===== src/hdl/pipeline_macros.svh =====
`ifndef PIPELINE_MACROS_SVH
`define PIPELINE_MACROS_SVH

// Register and result width
`define DATA_W 32

// Architectural registers, r0 reads as zero
`define REG_COUNT 32

// Reorder buffer entries
// Must be a power of two so the tags wrap on their own
`define ROB_DEPTH 8

// Latency of the multiply path in cycles
`define MUL_STAGES 4

`endif


===== src/hdl/isa_pkg.sv =====
`include "pipeline_macros.svh"

package isa_pkg;

	typedef logic [`DATA_W-1:0] data_t;
	typedef logic [$clog2(`REG_COUNT)-1:0] reg_idx_t;
	typedef logic [15:0] imm_t;

	typedef enum logic [5:0] {
		OP_ADD  = 6'h00,
		OP_SUB  = 6'h01,
		OP_AND  = 6'h02,
		OP_OR   = 6'h03,
		OP_XOR  = 6'h04,
		OP_ADDI = 6'h08,
		OP_MUL  = 6'h10
	} opcode_t;

	// Register form, rt in 15:11
	typedef struct packed {
		logic [5:0] opcode;
		reg_idx_t rd;
		reg_idx_t rs;
		reg_idx_t rt;
		logic [10:0] spare;
	} r_fmt_t;

	// Immediate form, addi only
	typedef struct packed {
		logic [5:0] opcode;
		reg_idx_t rd;
		reg_idx_t rs;
		imm_t imm;
	} i_fmt_t;

	typedef union packed {
		r_fmt_t r;
		i_fmt_t i;
	} inst_t;

	typedef enum logic [2:0] {ALU_ADD, ALU_SUB, ALU_AND, ALU_OR, ALU_XOR} alu_op_t;

	typedef struct packed {
		logic legal;
		logic slow; // Goes to the multiply path
		logic use_imm; // Second operand from imm
		logic use_rt;
		alu_op_t alu_op;
	} op_info_t;

endpackage


===== src/hdl/core_pkg.sv =====
`include "pipeline_macros.svh"

package core_pkg;

	typedef logic [$clog2(`ROB_DEPTH)-1:0] rob_tag_t;
	typedef logic [$clog2(`ROB_DEPTH):0] rob_count_t; // One extra bit to tell full from empty

	typedef struct packed {
		logic valid;
		rob_tag_t tag;
		isa_pkg::alu_op_t alu_op;
		logic slow;
		isa_pkg::data_t a;
		isa_pkg::data_t b;
	} issue_t;

	typedef struct packed {
		logic valid;
		rob_tag_t tag;
		isa_pkg::data_t value;
	} completion_t;

	typedef struct packed {
		logic valid;
		isa_pkg::reg_idx_t rd;
		logic write;
		logic illegal;
	} alloc_t;

	typedef struct packed {
		logic valid;
		isa_pkg::reg_idx_t rd;
		logic write;
		logic illegal;
		isa_pkg::data_t value;
	} commit_t;

	// Four-phase receiver, ack is high outside IDLE
	typedef enum logic [1:0] {IDLE, ISSUE, WAIT_DROP} rx_state_t;

endpackage


===== src/hdl/register_bank.sv =====
`include "pipeline_macros.svh"

module register_bank (
	input logic clk,
	input logic reset,
	input isa_pkg::reg_idx_t rs_idx,
	input isa_pkg::reg_idx_t rt_idx,
	output isa_pkg::data_t rs_data,
	output isa_pkg::data_t rt_data,
	input core_pkg::commit_t commit
);
	import isa_pkg::*;

	data_t regs [`REG_COUNT];

	assign rs_data = regs[rs_idx]; // Plain array reads, no forwarding
	assign rt_data = regs[rt_idx];

	always_ff @(posedge clk) begin
		if (reset) begin
			for (int i = 0; i < `REG_COUNT; i++) begin
				regs[i] <= '0;
			end
		end else if (commit.valid && commit.write && commit.rd != '0) begin
			regs[commit.rd] <= commit.value; // r0 writes are dropped here
		end
	end

	// r0 keeps reading zero whatever the buffer retires
	a_zero_reg: assert property (@(posedge clk) disable iff (reset) regs[0] == '0)
		else $error("register zero was written");

endmodule


===== src/hdl/decode.sv =====
module decode (
	input logic clk,
	input logic reset,
	input logic inst_req,
	input isa_pkg::inst_t inst,
	output logic inst_ack,
	output isa_pkg::reg_idx_t rs_idx,
	output isa_pkg::reg_idx_t rt_idx,
	input isa_pkg::data_t rs_data,
	input isa_pkg::data_t rt_data,
	input logic dest_busy,
	input core_pkg::commit_t commit,
	input logic rob_full,
	input core_pkg::rob_tag_t rob_tail,
	output core_pkg::alloc_t alloc,
	output core_pkg::issue_t issue
);
	import isa_pkg::*;
	import core_pkg::*;

	rx_state_t state;
	op_info_t op;
	op_info_t op_q;
	reg_idx_t rd_q;
	data_t a_q;
	data_t b_q;
	data_t imm_ext;
	logic commit_hazard;
	logic accept;

	always_comb begin
		op = '{legal: 1'b1, slow: 1'b0, use_imm: 1'b0, use_rt: 1'b1, alu_op: ALU_ADD};
		case (inst.r.opcode)
			OP_ADD: op.alu_op = ALU_ADD;
			OP_SUB: op.alu_op = ALU_SUB;
			OP_AND: op.alu_op = ALU_AND;
			OP_OR: op.alu_op = ALU_OR;
			OP_XOR: op.alu_op = ALU_XOR;
			OP_ADDI: begin
				op.use_imm = 1'b1;
				op.use_rt = 1'b0;
			end
			OP_MUL: op.slow = 1'b1;
			default: begin
				op.legal = 1'b0; // Reads nothing, waits on nothing
				op.use_rt = 1'b0;
			end
		endcase
	end

	// Unused sources look up r0, which is never busy
	assign rs_idx = op.legal ? inst.r.rs : '0;
	assign rt_idx = op.use_rt ? inst.r.rt : '0;
	assign imm_ext = {{($bits(data_t) - $bits(imm_t)){inst.i.imm[15]}}, inst.i.imm};

	// Bank write lands on this edge, so the read below would be stale
	assign commit_hazard = commit.valid && commit.write && commit.rd != '0
		&& (commit.rd == rs_idx || commit.rd == rt_idx);
	assign accept = state == IDLE && inst_req && !rob_full && !dest_busy && !commit_hazard;

	always_ff @(posedge clk) begin
		if (reset) begin
			state <= IDLE;
		end else begin
			case (state)
				IDLE: if (accept) state <= ISSUE; // Ack rises with the issue
				ISSUE: state <= WAIT_DROP;
				WAIT_DROP: if (!inst_req) state <= IDLE;
				default: state <= IDLE;
			endcase
		end
	end

	always_ff @(posedge clk) begin
		if (accept) begin
			op_q <= op;
			rd_q <= inst.r.rd;
			a_q <= rs_data;
			b_q <= op.use_imm ? imm_ext : rt_data;
		end
	end

	assign inst_ack = state != IDLE;

	always_comb begin
		alloc.valid = state == ISSUE;
		alloc.rd = rd_q;
		alloc.write = op_q.legal;
		alloc.illegal = !op_q.legal;
		issue.valid = state == ISSUE && op_q.legal;
		issue.tag = rob_tail; // Tail cannot move during ISSUE
		issue.alu_op = op_q.alu_op;
		issue.slow = op_q.slow;
		issue.a = a_q;
		issue.b = b_q;
	end

	// Requester keeps req up until it has seen ack
	a_ack_needs_req: assert property (@(posedge clk) disable iff (reset)
		$rose(inst_ack) |-> inst_req)
		else $error("ack raised without a pending request");

endmodule


===== src/hdl/execute.sv =====
`include "pipeline_macros.svh"

module execute (
	input logic clk,
	input logic reset,
	input core_pkg::issue_t issue,
	output core_pkg::completion_t alu_done,
	output core_pkg::completion_t slow_done
);
	import isa_pkg::*;
	import core_pkg::*;

	data_t alu_result;
	data_t product;
	completion_t mul_pipe [`MUL_STAGES];

	always_comb begin
		case (issue.alu_op)
			ALU_ADD: alu_result = issue.a + issue.b; // Wraps
			ALU_SUB: alu_result = issue.a - issue.b;
			ALU_AND: alu_result = issue.a & issue.b;
			ALU_OR: alu_result = issue.a | issue.b;
			ALU_XOR: alu_result = issue.a ^ issue.b;
			default: alu_result = issue.a + issue.b;
		endcase
	end

	assign product = issue.a * issue.b; // Low DATA_W bits only

	// Fast path, one register
	always_ff @(posedge clk) begin
		alu_done.tag <= issue.tag;
		alu_done.value <= alu_result;
		if (reset) begin
			alu_done.valid <= 1'b0;
		end else begin
			alu_done.valid <= issue.valid && !issue.slow;
		end
	end

	// Slow path, product taken at issue and carried down the chain
	always_ff @(posedge clk) begin
		mul_pipe[0].tag <= issue.tag;
		mul_pipe[0].value <= product;
		for (int s = 1; s < `MUL_STAGES; s++) begin
			mul_pipe[s].tag <= mul_pipe[s-1].tag;
			mul_pipe[s].value <= mul_pipe[s-1].value;
		end
		if (reset) begin
			for (int s = 0; s < `MUL_STAGES; s++) begin
				mul_pipe[s].valid <= 1'b0;
			end
		end else begin
			mul_pipe[0].valid <= issue.valid && issue.slow;
			for (int s = 1; s < `MUL_STAGES; s++) begin
				mul_pipe[s].valid <= mul_pipe[s-1].valid;
			end
		end
	end

	assign slow_done = mul_pipe[`MUL_STAGES-1];

	// A tag is live in only one path at a time
	a_distinct_tags: assert property (@(posedge clk) disable iff (reset)
		alu_done.valid && slow_done.valid |-> alu_done.tag != slow_done.tag)
		else $error("both paths completed the same tag");

endmodule


===== src/hdl/reorder_buffer.sv =====
`include "pipeline_macros.svh"

module reorder_buffer (
	input logic clk,
	input logic reset,
	input core_pkg::alloc_t alloc,
	output core_pkg::rob_tag_t tail,
	output logic full,
	input isa_pkg::reg_idx_t rs_idx,
	input isa_pkg::reg_idx_t rt_idx,
	output logic dest_busy,
	input core_pkg::completion_t alu_done,
	input core_pkg::completion_t slow_done,
	output core_pkg::commit_t commit
);
	import isa_pkg::*;
	import core_pkg::*;

	typedef struct packed {
		reg_idx_t rd;
		logic write;
		logic illegal;
		data_t value;
	} entry_t;

	logic [`ROB_DEPTH-1:0] valid_q;
	logic [`ROB_DEPTH-1:0] done_q;
	entry_t entries [`ROB_DEPTH];
	rob_tag_t head;
	rob_count_t count;
	logic retire;

	assign full = count == rob_count_t'(`ROB_DEPTH);
	assign retire = valid_q[head] && done_q[head]; // In order, head only

	always_comb begin
		commit.valid = retire;
		commit.rd = entries[head].rd;
		commit.write = entries[head].write;
		commit.illegal = entries[head].illegal;
		commit.value = entries[head].value;
	end

	// Scoreboard over pending destinations, done or not
	always_comb begin
		dest_busy = 1'b0;
		for (int i = 0; i < `ROB_DEPTH; i++) begin
			if (valid_q[i] && entries[i].write && entries[i].rd != '0
				&& (entries[i].rd == rs_idx || entries[i].rd == rt_idx)) begin
				dest_busy = 1'b1;
			end
		end
	end

	always_ff @(posedge clk) begin
		if (reset) begin
			valid_q <= '0;
			done_q <= '0;
			head <= '0;
			tail <= '0;
			count <= '0;
		end else begin
			if (alloc.valid) begin
				valid_q[tail] <= 1'b1;
				done_q[tail] <= alloc.illegal; // Nothing to wait for
				tail <= tail + 1'b1;
			end
			if (alu_done.valid) done_q[alu_done.tag] <= 1'b1;
			if (slow_done.valid) done_q[slow_done.tag] <= 1'b1;
			if (retire) begin
				valid_q[head] <= 1'b0;
				head <= head + 1'b1;
			end
			count <= count + rob_count_t'(alloc.valid) - rob_count_t'(retire);
		end
	end

	always_ff @(posedge clk) begin
		if (alloc.valid) begin
			entries[tail].rd <= alloc.rd;
			entries[tail].write <= alloc.write;
			entries[tail].illegal <= alloc.illegal;
			entries[tail].value <= '0;
		end
		if (alu_done.valid) entries[alu_done.tag].value <= alu_done.value;
		if (slow_done.valid) entries[slow_done.tag].value <= slow_done.value;
	end

	a_alu_target: assert property (@(posedge clk) disable iff (reset)
		alu_done.valid |-> valid_q[alu_done.tag] && !done_q[alu_done.tag])
		else $error("ALU completion for a free or finished entry");
	a_slow_target: assert property (@(posedge clk) disable iff (reset)
		slow_done.valid |-> valid_q[slow_done.tag] && !done_q[slow_done.tag])
		else $error("multiply completion for a free or finished entry");
	a_no_overflow: assert property (@(posedge clk) disable iff (reset) alloc.valid |-> !full)
		else $error("allocation while the buffer is full");

endmodule


===== src/hdl/pipeline.sv =====
module pipeline (
	input logic clk,
	input logic reset,
	input logic inst_req,
	input isa_pkg::inst_t inst,
	output logic inst_ack,
	output core_pkg::commit_t commit
);
	import isa_pkg::*;
	import core_pkg::*;

	reg_idx_t rs_idx;
	reg_idx_t rt_idx;
	data_t rs_data;
	data_t rt_data;
	logic dest_busy;
	logic rob_full;
	rob_tag_t rob_tail;
	alloc_t alloc;
	issue_t issue;
	completion_t alu_done;
	completion_t slow_done;

	decode dec (
		.clk(clk),
		.reset(reset),
		.inst_req(inst_req),
		.inst(inst),
		.inst_ack(inst_ack),
		.rs_idx(rs_idx),
		.rt_idx(rt_idx),
		.rs_data(rs_data),
		.rt_data(rt_data),
		.dest_busy(dest_busy),
		.commit(commit),
		.rob_full(rob_full),
		.rob_tail(rob_tail),
		.alloc(alloc),
		.issue(issue)
	);

	register_bank regs (
		.clk(clk),
		.reset(reset),
		.rs_idx(rs_idx),
		.rt_idx(rt_idx),
		.rs_data(rs_data),
		.rt_data(rt_data),
		.commit(commit) // Retired results land here
	);

	execute exec (
		.clk(clk),
		.reset(reset),
		.issue(issue),
		.alu_done(alu_done),
		.slow_done(slow_done)
	);

	reorder_buffer rob (
		.clk(clk),
		.reset(reset),
		.alloc(alloc),
		.tail(rob_tail),
		.full(rob_full),
		.rs_idx(rs_idx), // Same indices as the bank read
		.rt_idx(rt_idx),
		.dest_busy(dest_busy),
		.alu_done(alu_done),
		.slow_done(slow_done),
		.commit(commit)
	);

endmodule


===== config.mk =====
export PLATFORM = sky130hd
export DESIGN_NAME = pipeline
export DESIGN_NICKNAME = d
export VERILOG_FILES = /design/src/hdl/isa_pkg.sv /design/src/hdl/core_pkg.sv /design/src/hdl/register_bank.sv /design/src/hdl/decode.sv /design/src/hdl/execute.sv /design/src/hdl/reorder_buffer.sv /design/src/hdl/pipeline.sv
export VERILOG_INCLUDE_DIRS = /design/src /design/src/hdl
export SDC_FILE = /design/constraint.sdc
export NUM_CORES = 2
export LEC_CHECK = 0
export BUFFER_PORTS_ARGS = -buffer_cell sky130_fd_sc_hd__buf_4
export CAP_MARGIN = 15
export CORE_MARGIN = 10
export CORE_UTILIZATION = 25
export DETAILED_ROUTE_END_ITERATION = 10
export SLEW_MARGIN = 20
export SYNTH_ARGS = -nofsm -noshare
export SYNTH_HDL_FRONTEND = slang
export SYNTH_HIERARCHICAL = 1
export SYNTH_SLANG_ARGS = --single-unit

===== constraint.sdc =====
create_clock -name clk -period 12 [get_ports clk]
set_input_delay 0.6 -clock clk [delete_from_list [all_inputs] [get_ports clk]]
set_output_delay 0.6 -clock clk [all_outputs]
set_load 0.01 [all_outputs]

==> After elaboration in Yosys (flattened, before gate mapping) <==
Memory sizes are Yosys's and may differ from the RTL's. A register that Yosys moved wholly into a read port is not among the register bits.
Index checks and enable logic that the tools add are counted.
{ "word_totals": {"n_memories": 3, "in_bits": 35, "rom_bits": 0, "ram_bits": 1480, "wordCells": 208, "latchBits": 0, "regBits": 106, "out_inout_bits": 41} }
{ "memory_table": {"columns": ["memory", "words", "word_bits", "rd", "rd_clocked_by_memory_dff", "wr", "line", "source"], "rows": [
  ["regs.regs", 32, 32, 2, 1, 32, "register_bank.sv:14", "data_t regs [`REG_COUNT];"],
  ["rob.entries", 8, 39, 9, 1, 3, "reorder_buffer.sv:28", "entry_t entries [`ROB_DEPTH];"],
  ["exec.mul_pipe", 4, 36, 4, 0, 4, "execute.sv:15", "completion_t mul_pipe [`MUL_STAGES];"]
]} }
{ "classes": {"div": 0, "mux": 62, "bitwise": 12, "n_lt_le_gt_ge": 8, "multipliers": 1, "reduce_logical": 69, "n_eq_ne": 33, "add_sub_neg": 6, "shifts": 0} }
{ "ops": {"columns": ["cell", "count"], "rows": [
  ["$pmux W32 S4", 1],
  ["$eq A5 B5 Y1", 18],
  ["$mux W32", 2],
  ["$mux W8", 8],
  ["$reduce_bool A5 Y1", 9],
  ["$logic_and A1 B1 Y1", 39],
  ["$mux W1", 35],
  ["$add A32 B32 Y32", 1],
  ["$and A32 B32 Y32", 1],
  ["$mul A32 B32 Y32", 1],
  ["$or A32 B32 Y32", 1],
  ["$reduce_or A32 Y1", 1],
  ["$sub A32 B32 Y32", 1],
  ["$xor A32 B32 Y32", 1],
  ["$or A8 B8 Y8", 3],
  ["$lt A3 B4 Y1 const B", 4],
  ["$mux W5", 3],
  ["$demux W1 S3", 4],
  ["$eq A6 B2 Y1 const B", 2],
  ["$ge A3 B1 Y1 const B", 4],
  ["$pmux W3 S4", 1],
  ["$logic_or A1 B1 Y1", 9],
  ["$and A8 B8 Y8", 1],
  ["$bwmux W8", 1],
  ["other kinds (28)", 40]
]} }

==> Depth between registers and ports, before layout <==
{ "depth": {"word_depth": 20, "depth_mapped": 28, "ltp_nobuf": 25} }

==> By module <==
The synthesis kept the hierarchy.
{ "by_module_without_submodules": {"columns": ["mod", "seq_area_each_um2", "n_inst", "cells_each", "area_per_inst_um2"], "rows": [
  ["register_bank", 30749.5, 1, 4608, 55919.9],
  ["execute", 3543.4, 1, 2508, 22531.6],
  ["reorder_buffer", 9949.5, 1, 1158, 17048.9],
  ["decode", 2262.2, 1, 192, 3093.0]
]} }

==> Least setup slack after synthesis <==
No wires, ideal clock.
{ "synth_path": {"path_type": "input-to-reg", "from": "in inst[27] (netlist name)", "to": "reg dec.a_q[0] (read register of regs.regs), enable pin", "t_arrival_ns": 8.581, "setup_time_ns": 0.617, "n_path_buf": 1, "t_required_ns": 11.383, "path_slack_ns": 2.803, "path_stages": 11, "cell_sequence": "or4_4 -> a311oi_1 -> buf_2 -> xor2_1 -> nor2_1 -> a22oi_1 -> o22ai_1 -> or4_1 -> nor3_1 -> nand2_1 -> a211oi_1"} }
{ "synth_between": {"elab_chain_cells": 18} }
{ "synth_lines": {"columns": ["element", "line", "source"], "rows": [
  ["from (decl)", "pipeline.sv:5", "input isa_pkg::inst_t inst,"],
  ["$eq A6 B1 Y1, or another cell as far along", "decode.sv:33", "case (inst.r.opcode)"],
  ["$reduce_or A7 Y1 (no line) *", null, null],
  ["$mux W1 *", "decode.sv:33", null],
  ["$mux W5 *", "decode.sv:52", "assign rs_idx = op.legal ? inst.r.rs : '0;"],
  ["via rs_idx[3]", "pipeline.sv:12", "reg_idx_t rs_idx;"],
  ["$eq A5 B5 Y1", "reorder_buffer.sv:49", "&& (entries[i].rd == rs_idx || entries[i].rd == rt_idx)) begin"],
  ["$logic_or A1 B1 Y1", "reorder_buffer.sv:49", null],
  ["$logic_and A1 B1 Y1", "reorder_buffer.sv:49", null],
  ["$mux W1 (7 in series)", "reorder_buffer.sv:48", "if (valid_q[i] && entries[i].write && entries[i].rd != '0"],
  ["$mux W1 *", "reorder_buffer.sv:48", null],
  ["via dest_busy", "pipeline.sv:16", "logic dest_busy;"],
  ["$logic_not A1 Y1 *", "decode.sv:59", "assign accept = state == IDLE && inst_req && !rob_full && !dest_busy && !commit_hazard;"],
  ["$logic_and A1 B1 Y1 * (2 in series)", "decode.sv:59", null],
  ["via dec.accept", "decode.sv:29", "logic accept;"],
  ["to (decl)", "decode.sv:25", "data_t a_q;"]
]} }
The timed path passes the listed nets; every way through them passes the cells marked *.
A chain may end at the register's enable or synchronous reset.

==> impl_results.md <==
- IO buf count: 75
- Fmax achieved: 120 MHz
- Share of the synthesized area in the top cell type: between 40 and 50%
- Synth Warn #: 6
- Hold Crit Class: in2reg
- Run status: finished clean
- All-Layer GR Usage: 15.9%
- RSZ-0062 raised after global routing: false
- Cells after Synth: around 8500
- Via density: 5.03
- GP Congestion: roughly 0.94
- Clk slew on worst S/H paths: 0.07 ns
- Max Cap Violations: 0
- Final Max Tran Viols: 0
- Post-CTS resize count: 0
- Crit Path Max Fanout: 18
- Antenna violations before repair: 33
- H-tree depth: 4
- Critical Path RT: around 13 ns
- Yosys top cell by area: edfxtp_1
- Count of cell types in the netlist: 85
- Drc violations: 0
- Detailed Route WL: 345000 microns
- Io pins: 76
- Crit path arrival time: approximately 9.1 ns
- Syn-to-layout area delta: 11.7%
- Pre-antenna DRT Iters: 6
- Grt ovf: 0
- Clk buf depth: 3
- DRT iter0 DRCs: 7570
- Final worst slack: 3.65 ns
- Period minus WS final: ~8.3 ns
- Syn avg cell area: between 10 and 15 sq um
- Worst skew pair latency: between 0.8 and 0.9 ns
- Wire length on met3: 32700 microns
- Rel. slew slack: between 20% and 30%
- Routed Antenna Nets: 0
- Leading post-synthesis cells by cell area: edfxtp_1 43%, mux2i_1 11%, fa_1 8.3%
- Setup violators final: 0
- Post-route clock period utilization: roughly 70%
- WL met2: about 160000 microns
- Worst hold stages: 2
- Hold Violations, Final: 0
- Die W: 648 microns
- Asr flop ratio synth: 0%
- Slew @ Worst Pin: about 1.2 ns
- Routed WL per cell: around 25 microns
- Initial Util: 25.1%
- Row cnt: 230
- Final hold slack: between 0.15 and 0.2 ns
- CTS tree: done
- Synth top cells by count: 1410 x edfxtp_1, 1037 x mux2i_1, 1005 x and2_1, 501 x nand2_1, 479 x inv_1
- CTS buffer count: about 170
- Final Net Count: between 8000 and 9000
- Total setup buffers inserted after CTS: 0
- Routed vias: around 68000
- #FFs+latches synth: roughly 1600
- Global-route wire length before repair: approximately 490000 microns
- DP Worst Slack: around 3.7 ns
- # clock sinks: ~1600
- Reg2reg setup slack: between 3 and 4 ns
- Core ar.: between 300000 and 400000 sq um
- Vias in the first global route: 68300
- Final Util: around 28%
- Largest net degree at the start of global routing: 108
- Post-Syn Area: about 100000 sq um
- Die area: roughly 420000 sq um
- Clk root buf: clkbuf_16
- Count leader, synth: edfxtp_1
- # hold bufs at CTS: 5
- Setup Skew: 0.0423 ns
- Post-route setup TNS: 0 ns
- Met1 Wirelength: 140000 microns
- Crit end category: register
- Detail Placement HPWL: 214000 microns
- Sequential element share of the synthesized area: between 40% and 50%
- Die height: 648 microns
- Synth Flop Type: edfxtp_1
- Max layer used: met5
- Share of cells above drive strength 1: 9.36%
- Setup crit start kind: register
- Worst R2R Path Depth: 21
- Setup CP Type: reg2reg
- Post-synth EDFFs: between 1000 and 1500
## path summary, 6_finish.rpt
path / start / end
max: dec/b_q[5] / exec/mul_pipe[0][29]
min: inst[10] / dec/b_q[10]
max reg2reg: dec/b_q[5] / exec/mul_pipe[0][29]
min reg2reg: exec/mul_pipe[0][17] / exec/mul_pipe[1][17]
## worst max-delay path: stages, from the launching register on
cell and delay (ns):
edfxtp_1 0.69, clkinv_1 0.71, nor2_1 0.38, fa_1 0.46, fa_1 0.50, fa_1 0.52, inv_1 0.06, fa_1 0.52
inv_1 0.08, fa_1 0.50, fa_1 0.58, fa_1 0.43, fa_1 0.45, ha_1 0.37, a21o_1 0.21, a211o_1 0.28
nor2_1 0.09, o211ai_1 0.11, a221oi_2 0.54, o21ai_1 0.22, a2111oi_0 0.41, nand3b_1 0.17
## flip-flops by register name, summed over array words and instances, names as in the netlist, named ones only
register / flops
dec/a_q: 32
dec/alloc: 1
dec/b_q: 32
dec/issue: 4
dec/rd_q: 5
dec/state: 2
exec/alu_done: 35
exec/mul_pipe: 142
regs/regs: 1024
rob/count: 4
rob/done_q: 8
rob/entries: 312
rob/head: 3
rob/tail: 3
rob/valid_q: 8
## placed cells by master, fill, tap and decap left out, drive strengths merged, types with 76 or more instances in the layout
cell type / count
a21oi: 292
a22o: 384
a22oi: 204
a31oi: 76
and2: 1006
buf: 279
clkbuf: 235
clkinv: 76
dfxtp: 208
edfxtp: 1410
fa: 410
ha: 226
inv: 496
mux2i: 1038
mux4: 82
nand2: 501
nand3: 209
nor2: 419
nor3: 120
xnor2: 115
xor2: 111
## cells by family (layout without fill, tap and decap cells)
| kind of cell | after synthesis | in the layout | share of synthesized area [%] |
|---|---|---|---|
| other | 1 | 47 | 0.00380 |
| adders and majority gates | 636 | 636 | 11.2 |
| AOI/OAI and AO/OA | 1190 | 1190 | 8.66 |
| buffers and inverters | 1221 | 1101 | 5.23 |
| DFF | 1618 | 1618 | 47.2 |
| muxes | 1174 | 1174 | 13.0 |
| and+or+nand+nor | 2400 | 2400 | 12.7 |
| xor gates and xnor gates | 226 | 226 | 2.02 |
## through the flow
step	instances	instance area, sq um
4_1_cts	13600	110000
3_5_place_dp	13300	105000
2_1_floorplan	8497	98700
5_1_grt	13600	110000
3_3_place_gp	13300	105000
6_report	13600	110000
## final cells by class
cell class                 count  area (sq um)
antenna                       15          37.5
clock buffer                 235          4670
clock inverter                77           734
fill                       40200        282000
inverter                     505          1900
multi-input combinational   5658         47500
sequential                  1618         46500
tap                         5220          6530
timing repair buffer         284          2250
## per-layer routing
metal / GRT usage, % / vias to the layer above
met3: 3.56 / 754
met4: 6.33 / 22
li1: - / 29500
met2: 25.4 / 3434
met5: 0 / -
met1: 20.7 / 34800
Power is not shown: default switching activity piles up to over one toggle a cycle in this logic, so the estimate is an artifact.
